File: src/verilog/rob_cfg_pkg.sv
package rob_cfg_pkg;

  // ----------------------------
  // buffer geometry
  // ----------------------------
  localparam int DISP_SIZE    = 2;  // instruction slots per commit block.
  localparam int CMT_BLK_SIZE = 8;
  localparam int CMT_BLK_W    = 3;  // id width of one commit block.
  localparam int CNT_W        = 4;  // must hold CMT_BLK_SIZE itself.
  localparam int SLOT_W       = $clog2(DISP_SIZE);

  // ----------------------------
  // bus widths
  // ----------------------------
  localparam int CMT_BUS_SIZE = 2;  // number of done report buses.
  localparam int RNID_W       = 6;
  localparam int PC_W         = 32;
  localparam int INST_W       = 32;

endpackage
File: src/verilog/rob_types_pkg.sv
package rob_types_pkg;

  import rob_cfg_pkg::*;

  // one dispatched instruction slot.
  typedef struct packed {
    logic              valid;
    logic [INST_W-1:0] inst;
  } disp_inst_t;

  // a completion from an execution unit, naming a block and a slot in it.
  typedef struct packed {
    logic                 valid;
    logic [CMT_BLK_W-1:0] cmt_id;
    logic [SLOT_W-1:0]    slot;
  } done_rpt_t;

  // ----------------------------
  // retirement record
  // ----------------------------
  // the free list reclaims old_rnid[d] when old_rd_valid[d] is set.
  typedef struct packed {
    logic                             commit;
    logic [CMT_BLK_W-1:0]             cmt_id;
    logic [DISP_SIZE-1:0]             grp_id;
    logic [DISP_SIZE-1:0]             old_rd_valid;
    logic [DISP_SIZE-1:0][RNID_W-1:0] old_rnid;
  } commit_blk_t;

endpackage

File: src/verilog/disp_if.sv
`timescale 1ns/1ps

interface disp_if import rob_cfg_pkg::*, rob_types_pkg::*; ();

  logic                 valid;  // one commit block is written per high cycle.
  logic [PC_W-1:0]      pc_addr;
  disp_inst_t           inst [DISP_SIZE];
  logic [DISP_SIZE-1:0] old_rd_valid;
  logic [RNID_W-1:0]    old_rd_rnid [DISP_SIZE];

  // the dispatcher side.
  modport source (
    output valid,
    output pc_addr,
    output inst,
    output old_rd_valid,
    output old_rd_rnid
  );

  // the buffer side, which only samples the group.
  modport watch (
    input valid,
    input pc_addr,
    input inst,
    input old_rd_valid,
    input old_rd_rnid
  );

endinterface

File: src/verilog/rob_top.sv
`timescale 1ns/1ps

module rob_top import rob_cfg_pkg::*, rob_types_pkg::*; (
  input  logic                                i_clk,
  input  logic                                i_reset,
  input  logic                                i_disp_valid,
  input  logic [PC_W-1:0]                     i_disp_pc,
  input  logic [DISP_SIZE-1:0]                i_disp_inst_valid,
  input  logic [DISP_SIZE-1:0][INST_W-1:0]    i_disp_inst,
  input  logic [DISP_SIZE-1:0]                i_old_rd_valid,
  input  logic [DISP_SIZE-1:0][RNID_W-1:0]    i_old_rd_rnid,
  input  logic [CMT_BUS_SIZE-1:0]             i_done_valid,
  input  logic [CMT_BUS_SIZE-1:0][CMT_BLK_W-1:0] i_done_cmt_id,
  input  logic [CMT_BUS_SIZE-1:0][SLOT_W-1:0] i_done_slot,
  input  logic                                i_cfg_we,
  input  logic [CNT_W-1:0]                    i_cfg_limit,
  input  logic                                i_cfg_halt,
  output logic                                o_credit,
  output logic                                o_commit_valid,
  output logic [CMT_BLK_W-1:0]                o_commit_cmt_id,
  output logic [DISP_SIZE-1:0]                o_commit_grp_id,
  output logic [DISP_SIZE-1:0]                o_commit_old_rd_valid,
  output logic [DISP_SIZE-1:0][RNID_W-1:0]    o_commit_old_rnid
);

  logic [CNT_W-1:0] w_limit;
  logic             w_halt;
  done_rpt_t        w_done_rpt [CMT_BUS_SIZE];
  commit_blk_t      w_commit;

  // ----------------------------
  // dispatch group into the interface
  // ----------------------------
  disp_if u_disp ();

  assign u_disp.valid        = i_disp_valid;
  assign u_disp.pc_addr      = i_disp_pc;
  assign u_disp.old_rd_valid = i_old_rd_valid;

  for (genvar d_idx = 0; d_idx < DISP_SIZE; d_idx++) begin : g_disp
    assign u_disp.inst[d_idx]        = '{valid: i_disp_inst_valid[d_idx], inst: i_disp_inst[d_idx]};
    assign u_disp.old_rd_rnid[d_idx] = i_old_rd_rnid[d_idx];
  end

  for (genvar b_idx = 0; b_idx < CMT_BUS_SIZE; b_idx++) begin : g_done
    assign w_done_rpt[b_idx] = '{valid:  i_done_valid[b_idx],
                                 cmt_id: i_done_cmt_id[b_idx],
                                 slot:   i_done_slot[b_idx]};
  end

  rob_cfg_regs u_cfg (
    .i_clk       (i_clk),
    .i_reset     (i_reset),
    .i_cfg_we    (i_cfg_we),
    .i_cfg_limit (i_cfg_limit),
    .i_cfg_halt  (i_cfg_halt),
    .o_limit     (w_limit),
    .o_halt      (w_halt)
  );

  rob u_rob (
    .i_clk      (i_clk),
    .i_reset    (i_reset),
    .sc_disp    (u_disp),
    .i_done_rpt (w_done_rpt),
    .i_limit    (w_limit),
    .i_halt     (w_halt),
    .o_credit   (o_credit),
    .o_commit   (w_commit)
  );

  assign o_commit_valid        = w_commit.commit;
  assign o_commit_cmt_id       = w_commit.cmt_id;
  assign o_commit_grp_id       = w_commit.grp_id;
  assign o_commit_old_rd_valid = w_commit.old_rd_valid;
  assign o_commit_old_rnid     = w_commit.old_rnid;

endmodule

File: src/verilog/rob.sv
`timescale 1ns/1ps

module rob import rob_cfg_pkg::*, rob_types_pkg::*; (
  input  logic             i_clk,
  input  logic             i_reset,
  disp_if.watch            sc_disp,
  input  done_rpt_t        i_done_rpt [CMT_BUS_SIZE],
  input  logic [CNT_W-1:0] i_limit,
  input  logic             i_halt,
  output logic             o_credit,
  output commit_blk_t      o_commit
);

  logic [CMT_BLK_W-1:0]  w_in_ptr;
  logic [CMT_BLK_W-1:0]  w_out_ptr;
  logic                  w_out_vld;
  logic [DISP_SIZE-1:0]  w_disp_grp_id;
  logic [CMT_BLK_SIZE-1:0] w_entry_all_done;
  logic [DISP_SIZE-1:0]  w_entry_done_grp_id [CMT_BLK_SIZE];
  logic [DISP_SIZE-1:0]  w_entry_old_rd_valid [CMT_BLK_SIZE];
  logic [RNID_W-1:0]     w_entry_old_rd_rnid [CMT_BLK_SIZE][DISP_SIZE];

  // the head retires only when it is complete and retirement is not halted.
  assign w_out_vld = w_entry_all_done[w_out_ptr] & ~i_halt;

  rob_alloc_ptr u_ptr (
    .i_clk     (i_clk),
    .i_reset   (i_reset),
    .i_in_vld  (sc_disp.valid),
    .i_out_vld (w_out_vld),
    .i_limit   (i_limit),
    .o_in_ptr  (w_in_ptr),
    .o_out_ptr (w_out_ptr),
    .o_credit  (o_credit)
  );

  for (genvar d_idx = 0; d_idx < DISP_SIZE; d_idx++) begin : g_disp
    assign w_disp_grp_id[d_idx] = sc_disp.inst[d_idx].valid;
  end

  // ----------------------------
  // entry array
  // ----------------------------
  for (genvar c_idx = 0; c_idx < CMT_BLK_SIZE; c_idx++) begin : g_entry
    rob_entry u_entry (
      .i_clk               (i_clk),
      .i_reset             (i_reset),
      .i_cmt_id            (CMT_BLK_W'(c_idx)),
      .i_load_valid        (sc_disp.valid && (w_in_ptr == CMT_BLK_W'(c_idx))),
      .i_load_pc_addr      (sc_disp.pc_addr),
      .i_load_inst         (sc_disp.inst),
      .i_load_grp_id       (w_disp_grp_id),
      .i_old_rd_valid      (sc_disp.old_rd_valid),
      .i_old_rd_rnid       (sc_disp.old_rd_rnid),
      .i_done_rpt          (i_done_rpt),
      .i_commit_finish     (w_out_vld && (w_out_ptr == CMT_BLK_W'(c_idx))),
      .o_block_all_done    (w_entry_all_done[c_idx]),
      .o_block_done_grp_id (w_entry_done_grp_id[c_idx]),
      .o_old_rd_valid      (w_entry_old_rd_valid[c_idx]),
      .o_old_rd_rnid       (w_entry_old_rd_rnid[c_idx])
    );
  end

  always_comb begin
    o_commit.commit       = w_out_vld;
    o_commit.cmt_id       = w_out_ptr;
    o_commit.grp_id       = w_entry_done_grp_id[w_out_ptr];
    o_commit.old_rd_valid = w_entry_old_rd_valid[w_out_ptr];
    for (int d = 0; d < DISP_SIZE; d++) begin
      o_commit.old_rnid[d] = w_entry_old_rd_rnid[w_out_ptr][d];
    end
  end

endmodule

File: src/verilog/rob_entry.sv
`timescale 1ns/1ps

module rob_entry import rob_cfg_pkg::*, rob_types_pkg::*; (
  input  logic                 i_clk,
  input  logic                 i_reset,
  input  logic [CMT_BLK_W-1:0] i_cmt_id,
  input  logic                 i_load_valid,
  input  logic [PC_W-1:0]      i_load_pc_addr,
  input  disp_inst_t           i_load_inst [DISP_SIZE],
  input  logic [DISP_SIZE-1:0] i_load_grp_id,
  input  logic [DISP_SIZE-1:0] i_old_rd_valid,
  input  logic [RNID_W-1:0]    i_old_rd_rnid [DISP_SIZE],
  input  done_rpt_t            i_done_rpt [CMT_BUS_SIZE],
  input  logic                 i_commit_finish,
  output logic                 o_block_all_done,
  output logic [DISP_SIZE-1:0] o_block_done_grp_id,
  output logic [DISP_SIZE-1:0] o_old_rd_valid,
  output logic [RNID_W-1:0]    o_old_rd_rnid [DISP_SIZE]
);

  logic                 r_valid;
  logic [DISP_SIZE-1:0] r_grp_id;
  logic [DISP_SIZE-1:0] r_done_grp_id;
  logic [DISP_SIZE-1:0] w_done_hit;

  // the old destination registers are kept for the free list until retirement.
  logic [DISP_SIZE-1:0] r_old_rd_valid;
  logic [RNID_W-1:0]    r_old_rd_rnid [DISP_SIZE];

  // any done bus may name any slot of this block.
  always_comb begin
    w_done_hit = '0;
    for (int b = 0; b < CMT_BUS_SIZE; b++) begin
      if (i_done_rpt[b].valid && (i_done_rpt[b].cmt_id == i_cmt_id)) begin
        w_done_hit[i_done_rpt[b].slot] = 1'b1;
      end
    end
  end

  always_ff @(posedge i_clk) begin
    if (i_reset) begin
      r_valid       <= 1'b0;
      r_grp_id      <= '0;
      r_done_grp_id <= '0;
    end else if (i_load_valid) begin
      r_valid       <= 1'b1;
      r_grp_id      <= i_load_grp_id;
      r_done_grp_id <= '0;  // a fresh block starts with nothing done.
    end else if (i_commit_finish) begin
      r_valid <= 1'b0;
    end else if (r_valid) begin
      r_done_grp_id <= r_done_grp_id | (w_done_hit & r_grp_id);
    end
  end

  always_ff @(posedge i_clk) begin
    if (i_load_valid) begin
      r_old_rd_valid <= i_old_rd_valid;
      r_old_rd_rnid  <= i_old_rd_rnid;
    end
  end

  assign o_block_all_done    = r_valid && ((r_grp_id & ~r_done_grp_id) == '0);
  assign o_block_done_grp_id = r_done_grp_id;
  assign o_old_rd_valid      = r_old_rd_valid;
  assign o_old_rd_rnid       = r_old_rd_rnid;

endmodule

File: src/verilog/rob_alloc_ptr.sv
`timescale 1ns/1ps

module rob_alloc_ptr import rob_cfg_pkg::*; (
  input  logic                 i_clk,
  input  logic                 i_reset,
  input  logic                 i_in_vld,
  input  logic                 i_out_vld,
  input  logic [CNT_W-1:0]     i_limit,
  output logic [CMT_BLK_W-1:0] o_in_ptr,
  output logic [CMT_BLK_W-1:0] o_out_ptr,
  output logic                 o_credit
);

  logic [CMT_BLK_W-1:0] r_in_ptr;
  logic [CMT_BLK_W-1:0] r_out_ptr;
  logic [CNT_W-1:0]     r_occ_cnt;   // entries holding a block.
  logic [CNT_W-1:0]     r_cred_cnt;  // credits granted, not yet spent.
  logic                 r_credit;
  logic [CNT_W-1:0]     w_occ_next;
  logic [CNT_W-1:0]     w_cred_next;
  logic [CNT_W:0]       w_outstanding;
  logic                 w_grant;

  // ----------------------------
  // ring pointers
  // ----------------------------
  always_ff @(posedge i_clk) begin
    if (i_reset) begin
      r_in_ptr  <= '0;
      r_out_ptr <= '0;
    end else begin
      if (i_in_vld) begin
        r_in_ptr <= (r_in_ptr == CMT_BLK_W'(CMT_BLK_SIZE - 1)) ? '0 : r_in_ptr + 1'b1;
      end
      if (i_out_vld) begin
        r_out_ptr <= (r_out_ptr == CMT_BLK_W'(CMT_BLK_SIZE - 1)) ? '0 : r_out_ptr + 1'b1;
      end
    end
  end

  // ----------------------------
  // credit return
  // ----------------------------
  // the credit pulsing this cycle is already counted in r_cred_cnt.
  assign w_outstanding = {1'b0, r_occ_cnt} + {1'b0, r_cred_cnt};
  assign w_grant       = w_outstanding < {1'b0, i_limit};

  always_comb begin
    w_occ_next = r_occ_cnt;
    if (i_in_vld && !i_out_vld) begin
      w_occ_next = r_occ_cnt + 1'b1;
    end else if (!i_in_vld && i_out_vld) begin
      w_occ_next = r_occ_cnt - 1'b1;
    end
  end

  // a dispatch moves one unit from the credit count to the occupancy count.
  always_comb begin
    w_cred_next = r_cred_cnt;
    if (w_grant && !i_in_vld) begin
      w_cred_next = r_cred_cnt + 1'b1;
    end else if (!w_grant && i_in_vld) begin
      w_cred_next = r_cred_cnt - 1'b1;
    end
  end

  always_ff @(posedge i_clk) begin
    if (i_reset) begin
      r_occ_cnt  <= '0;
      r_cred_cnt <= '0;
      r_credit   <= 1'b0;
    end else begin
      r_occ_cnt  <= w_occ_next;
      r_cred_cnt <= w_cred_next;
      r_credit   <= w_grant;  // at most one pulse per cycle.
    end
  end

  assign o_in_ptr  = r_in_ptr;
  assign o_out_ptr = r_out_ptr;
  assign o_credit  = r_credit;

endmodule

File: src/verilog/rob_cfg_regs.sv
`timescale 1ns/1ps

module rob_cfg_regs import rob_cfg_pkg::*; (
  input  logic             i_clk,
  input  logic             i_reset,
  input  logic             i_cfg_we,
  input  logic [CNT_W-1:0] i_cfg_limit,
  input  logic             i_cfg_halt,
  output logic [CNT_W-1:0] o_limit,
  output logic             o_halt
);

  logic [CNT_W-1:0] r_limit;
  logic             r_halt;
  logic [CNT_W-1:0] w_limit_clamped;

  // a zero limit would never grant a credit, so it is read as one.
  always_comb begin
    if (i_cfg_limit == '0) begin
      w_limit_clamped = CNT_W'(1);
    end else if (i_cfg_limit > CNT_W'(CMT_BLK_SIZE)) begin
      w_limit_clamped = CNT_W'(CMT_BLK_SIZE);
    end else begin
      w_limit_clamped = i_cfg_limit;
    end
  end

  always_ff @(posedge i_clk) begin
    if (i_reset) begin
      r_limit <= CNT_W'(CMT_BLK_SIZE);  // full buffer by default.
      r_halt  <= 1'b0;
    end else if (i_cfg_we) begin
      r_limit <= w_limit_clamped;
      r_halt  <= i_cfg_halt;
    end
  end

  assign o_limit = r_limit;
  assign o_halt  = r_halt;

endmodule

File: config.mk
export PLATFORM = sky130hd
export DESIGN_NAME = rob_top
export DESIGN_NICKNAME = d
export VERILOG_FILES = /design/src/verilog/rob_cfg_pkg.sv /design/src/verilog/rob_types_pkg.sv /design/src/verilog/disp_if.sv /design/src/verilog/rob_top.sv /design/src/verilog/rob.sv /design/src/verilog/rob_entry.sv /design/src/verilog/rob_alloc_ptr.sv /design/src/verilog/rob_cfg_regs.sv
export SDC_FILE = /design/constraint.sdc
export NUM_CORES = 1
export LEC_CHECK = 0
export CAP_MARGIN = 20
export CORE_ASPECT_RATIO = 0.5
export CORE_MARGIN = 3
export CORE_UTILIZATION = 63
export DETAILED_ROUTE_END_ITERATION = 12
export DONT_BUFFER_PORTS = 1
export GPL_ROUTABILITY_DRIVEN = 1
export PLACE_DENSITY = 0.9
export REMOVE_ABC_BUFFERS = 1
export SLEW_MARGIN = 20
export SYNTH_ARGS = -nofsm -noshare
export SYNTH_HDL_FRONTEND = slang
export SYNTH_SLANG_ARGS = --single-unit
File: constraint.sdc
create_clock -name i_clk -period 5.1 [get_ports i_clk]
set_input_delay 0 -clock i_clk [delete_from_list [all_inputs] [get_ports i_clk]]
set_output_delay 0 -clock i_clk [all_outputs]
set_load 0.05 [all_outputs]
=== Word-level counts from Yosys, hierarchy flattened ===
Index checks and enable logic that the tools add are counted.

* Add/subtract/negate cells: 7
* Order comparisons: 8
* Eq/ne operators: 28
* Multiplexer cells: 55
* Bitwise operators: 51
* Reduce and logical (&&, ||, !) cells: 88

{| class="wikitable"
|+ Operators with widths
! operator !! number
|-
| $eq A3 B3 Y1 const B || 16
|-
| $logic_and A1 B1 Y1 || 46
|-
| $mux W2 || 20
|-
| $bmux W12 S3 || 1
|-
| $and A2 B2 Y2 || 16
|-
| $or A2 B2 Y2 || 16
|-
| $eq A3 B2 Y1 const B || 8
|-
| $mux W12 || 2
|-
| $mux W4 || 6
|-
| $reduce_bool A2 Y1 || 10
|-
| $mux W1 || 19
|-
| $logic_not A2 Y1 || 8
|-
| $not A2 Y2 || 8
|-
| $reduce_and A2 Y1 || 8
|-
| $reduce_or A2 Y1 || 8
|-
| $bmux W2 S3 || 2
|-
| $eq A3 B1 Y1 const B || 4
|-
| $logic_not A3 Y1 || 4
|-
| $not A1 Y1 || 9
|-
| $add A4 B1 Y4 const B || 2
|-
| $sub A4 B1 Y4 const B || 2
|-
| $add A3 B1 Y3 const B || 2
|-
| $mux W3 || 2
|-
| $add A4 B4 Y5 || 1
|-
| other kinds (12) || 17
|}

* Bits in registers: 172
* Bits of input ports: 131
* Output and inout bits: 21
* Word-level logic and storage cells: 292

=== Logic depth before layout (Yosys ltp) ===
* Depth in word-level cells: 10
* Depth in mapped cells: 15
* Depth with buffers taken out: 15

=== Hierarchy ===
A second synthesis with hierarchy kept.

* Cell total of the unflattened synthesis: 595
* Area, all modules: 8,072.7 µm²

{| class="wikitable"
|+ Modules (own cells, without submodules)
! module !! instances !! cells an instance !! area each (µm²)
|-
| rob_entry || 8 || 46 || 701.9
|-
| rob || 1 || 103 || 1,265.0
|-
| rob_alloc_ptr || 1 || 104 || 979.7
|-
| rob_cfg_regs || 1 || 20 || 212.7
|}

=== Least setup slack after synthesis ===
Ideal clock, no wire load.

* Path kind: reg-to-reg
* Start: register u_rob.u_ptr.r_occ_cnt[0]
* End: register u_rob.u_ptr.r_cred_cnt[3]
* Setup time: 0.070 ns
* Data arrival time: 3.613 ns
* Data required time: 5.030 ns
* Slack: 1.417 ns
* Cell stages (with the launch flop): 16
* Period minus slack after synthesis: 3.683 ns
* Cells stage by stage: dfxtp_1 ha_1 fa_1 xor2_1 ha_1 nor2b_1 o21a_1 a2111oi_0 ha_1 inv_1 ha_1 a21o_1 a21oi_1 xnor2_1 or3_1 a21oi_1

* Cells in the longest elaborated chain, start to end: 5
* Elaborated cells on any way between the ends: 7

{| class="wikitable"
|+ RTL lines
! element !! RTL line !! source
|-
| start: declaration || rob_alloc_ptr.sv:16 || <nowiki>logic [CNT_W-1:0] r_occ_cnt;</nowiki>
|-
| start signal: assignment || rob_alloc_ptr.sv:73 || <nowiki>r_occ_cnt <= w_occ_next;</nowiki>
|-
| $add A4 B4 Y5 * || rob_alloc_ptr.sv:45 || <nowiki>assign w_outstanding = {1'b0, r_occ_cnt} + {1'b0, r_cred_cnt};</nowiki>
|-
| $lt A5 B4 Y1 * || rob_alloc_ptr.sv:46 || <nowiki>assign w_grant = w_outstanding < {1'b0, i_limit};</nowiki>
|-
| net u_rob.u_ptr.w_grant || rob_alloc_ptr.sv:22 || <nowiki>logic w_grant;</nowiki>
|-
| $logic_not A1 Y1 || rob_alloc_ptr.sv:62 || <nowiki>end else if (!w_grant && i_in_vld) begin</nowiki>
|-
| $logic_and A1 B1 Y1 || rob_alloc_ptr.sv:62 ||
|-
| $reduce_bool A2 Y1 (no source line) || -- ||
|-
| end signal: assignment || rob_alloc_ptr.sv:74 || <nowiki>r_cred_cnt <= w_cred_next;</nowiki>
|-
| end: declaration || rob_alloc_ptr.sv:17 || <nowiki>logic [CNT_W-1:0] r_cred_cnt;</nowiki>
|}

The timed path passes the listed nets; every way through them passes the cells marked *.
A chain may end at the register's enable or synchronous reset.

=== Worst setup path in the final report ===
Ends and elaborated chain as after synthesis.

==> results.tsv <==
stage	metric	value	unit
place	place_ws	986	ps
sta	setup_viol	0	
sta	tns	0	ps
worst_setup_path	rrSetupSlack	860	ps
worst_hold_path	hold_class	in2reg	
synth	yosysWarnings	0	
synth	synth_commonest_cells	112 x edfxtp_1, 85 x nand2_1, 60 x dfxtp_1, 34 x a21oi_1	
grt	busiest_layer	met2	
synth	synth_seq_area_share	0.605	
die	std_cell_rows	27	
routing	drtIter0Drc	655	
cells_and_area	fin_cells	789	
grt	grt-ovfl-total	0	
die	core	0.0113	mm²
job	drv_cap	0	
sta	finClkSkew	7.70	ps
cells_and_area	multi_input_comb_area	0.00277	mm²
routing	vias	5193	
synth	synthMuxAreaShare	0.109	
die	die_width	161	µm
synth	yosys.area_share.simple	0.0995	
power_and_ir_drop	clockPowerShare	0.355	
sta	fin_ws	863	ps
grt	grt_max_degree	55	
routing	wl_per_cell	23.1	µm
worst_setup_path	path_max_fanout	4	
clock_network	cts_tree	yes	
power_and_ir_drop	p_per_area	394	mW/mm²
synth	synth_edf_count	112	
synth	ys_seq_elements	172	
synth	synth_top_cell_by_area	edfxtp_1	
clock_network	clk_pin_slew	70	ps
sta	clock.fmax	236	MHz
die	io_pins	152	
routing	first_pass_iters	6	
clock_network	postCtsHoldBufs	33	
routing	drc	0	
grt	grt_pass1_wl	28800	µm
sta	hold_slack	41.7	ps
clock_network	cts_root_buf	clkbuf_16	
grt	grt.met1_usage	0.379	
grt	grt_pass1_vias	5243	
power_and_ir_drop	power.switching	964	µW
place	dpl.cell_count	724	
worst_setup_path	required	5440	ps
clock_network	cts_max_level	4	
power_and_ir_drop	ir_drop	0.280	mV
clock_network	clock_path_buffers	2	
grt	antenna_found_initial	0	
clock_network	cts_buffers	17	
sta	grt_setup_unrepaired	no	
grt	grtUsageMet3	0.0922	
worst_setup_path	worst_setup_path_end_kind	flip-flop	
clock_network	cts_sinks	172	
routing	finalWirelength	18200	µm
worst_setup_path	worstPathArrival	4580	ps
worst_setup_path	start_kind	flip-flop	
place	post-dp-hpwl	10600	µm
synth	synth-compound-area-share	0.0999	
power_and_ir_drop	design_power_total	3370	µW
sta	fin_crit_sh	0.831	
grt	grt_usage	0.283	
power_and_ir_drop	swShare	0.286	
synth	synth-async-reset-ratio	0	
synth	synth_area_leaders	edfxtp_1 45%, dfxtp_1 16%, mux4_2 9.6%, nand2_1 4.2%, ha_1 4.1%	
worst_setup_path	path_class	reg2reg	
sta	worst_pin_slew	925	ps
synth	synth_top_area_share	0.446	
synth	synth-adder-area-share	0.0494	
power_and_ir_drop	seq_power_share	0.476	
clock_network	cts_resized	0	
clock_network	clk_latency	430	ps
synth	synth_ff_type	edfxtp_1	
grt	met2_usage	0.441	
cells_and_area	nFillCells	646	
die	dieArea	0.0134	mm²
sta	finalCriticalPeriod	4240	ps
synth	netlist_instances	582	
place	place.port_buffers	0	
place	gp_congestion	0.945	
power_and_ir_drop	leakage	0.00314	µW
synth	synth-xor-area-share	0.00929	
synth	ys_types	45	
cells_and_area	register_area	0.00457	mm²
synth	netlist_area	0.00754	mm²
synth	synth_top_family_by_area	multiplexers	
synth	synth_most_common_cell	edfxtp_1	
sta	hold_viol_final	0	
cells_and_area	syn_to_final_growth	13.6	%
clock_network	cts_setup_buffers	0	
die	start_util	0.667	
outcome	status	complete, no violations	
power_and_ir_drop	combinationalPowerShare	0.170	
routing	viasPerCell	6.58	
cells_and_area	drive_gt1_frac	0.122	
die	die_y	83.4	µm
sta	slew_headroom	0.383	
sta	drv_slew	0	
routing	ant_nets	0	
cells_and_area	n_antenna_cell	0	
synth	syn_avg_cell_area	13.0	µm²
power_and_ir_drop	cellInternalPower	2410	µW
cells_and_area	nets	776	
==> critical path, stage by stage, from the launching register on <==
cell	delay, ps
dfxtp_1	360
ha_1	260
fa_1	470
xor2_1	180
ha_1	280
nor2b_1	130
o21a_1	160
a2111oi_0	610
ha_1	320
inv_1	100
ha_1	300
a21o_1	170
a21oi_1	180
xnor2_1	90
or3_1	330
a21oi_1	200
==> registers in the layout (all words and copies together), names as in the netlist <==
| signal | count |
|---|---|
| u_cfg.o_halt | 1 |
| u_cfg.o_limit | 4 |
| u_rob.g_entry.u_entry.o_block_done_grp_id | 16 |
| u_rob.g_entry.u_entry.o_old_rd_rnid | 96 |
| u_rob.g_entry.u_entry.o_old_rd_valid | 16 |
| u_rob.g_entry.u_entry.r_grp_id | 16 |
| u_rob.g_entry.u_entry.r_valid | 8 |
| u_rob.u_ptr.o_credit | 1 |
| u_rob.u_ptr.o_in_ptr | 3 |
| u_rob.u_ptr.o_out_ptr | 3 |
| u_rob.u_ptr.r_cred_cnt | 4 |
| u_rob.u_ptr.r_occ_cnt | 4 |
==> power groups by stage <==
stage	clock network (µW)	registers (µW)	logic, µW
after floorplan	0	1640	419
after global placement	0	1630	499
after detailed placement	0	1630	518
after CTS	1190	1610	571
after global routing	1260	1610	639
final	1200	1600	572
==> per-stage QoR <==
stage          cell area, µm²  utilization
3_3_place_gp             7690        0.679
6_report                 8570        0.757
3_5_place_dp             7690        0.679
4_1_cts                  8570        0.757
2_1_floorplan            7460            -
5_1_grt                  8570        0.757
==> layer usage <==
metal | wire length [µm] | part of all wire | up-vias
li1 | - | - | 2256
met1 | 7160 | 0.39 | 2561
met2 | 8670 | 0.48 | 332
met3 | 2000 | 0.11 | 44
met4 | 379 | 0.021 | 0
met5 | 0 | 0 | -
==> cell families after synthesis <==
group / count (synthesis)
AO/OA/AOI/OAI: 111
adder cells (fa/ha/maj): 28
buffers and inverters: 54
multiplexers: 42
AND/OR/NAND/NOR: 167
flip-flops: 172
XOR/XNOR: 8
==> final timing paths <==
path / cells after the start / startpoint / end
worst min-delay path: 4 / i_done_slot[1] / u_rob.g_entry[3].u_entry.o_block_done_grp_id[0]
worst max-delay path: 15 / u_rob.u_ptr.r_occ_cnt[0] / u_rob.u_ptr.r_cred_cnt[3]
worst max register to register: 15 / u_rob.u_ptr.r_occ_cnt[0] / u_rob.u_ptr.r_cred_cnt[3]
worst min register to register: 1 / u_rob.g_entry[4].u_entry.o_block_done_grp_id[1] / u_rob.g_entry[4].u_entry.o_block_done_grp_id[1]
==> cells in the final DEF (no fill, tap or decap), types with 3 or more instances in the layout <==
master         Yosys  final
fa_1               3      3
nor2_1            31     31
mux4_2            32     32
mux2i_1           10     10
clkinv_1           1      3
buf_4              1      4
a21oi_1           34     34
clkinvlp_4         0      5
o2111ai_1          8      8
a31oi_1            3      3
edfxtp_1         112    112
inv_1             32     32
nand3b_1           4      4
or2_2              4      4
dlygate4sd3_1      0     32
a32o_1             8      8
nand2_1           85     85
nand2b_1          14     14
nand3_1           10     10
o21ai_0           15     15
o211a_1            4      4
ha_1              25     25
xnor2_1            5      5
dfxtp_1           60     58
nor2b_1            6      6
xor2_1             3      3
inv_6              0      6
o22ai_1           17     17
a21o_1             8      8
nand4_1            4      4
clkbuf_16          0     17
==> layout make-up <==
class,count,area share
clock buffer,18,0.0501
clock inverter,14,0.0127
inverter,33,0.0145
multi-input combinational,356,0.323
sequential,172,0.533
tap,159,0.0232
timing repair buffer,37,0.0432
(Power assumes the default switching activity.)
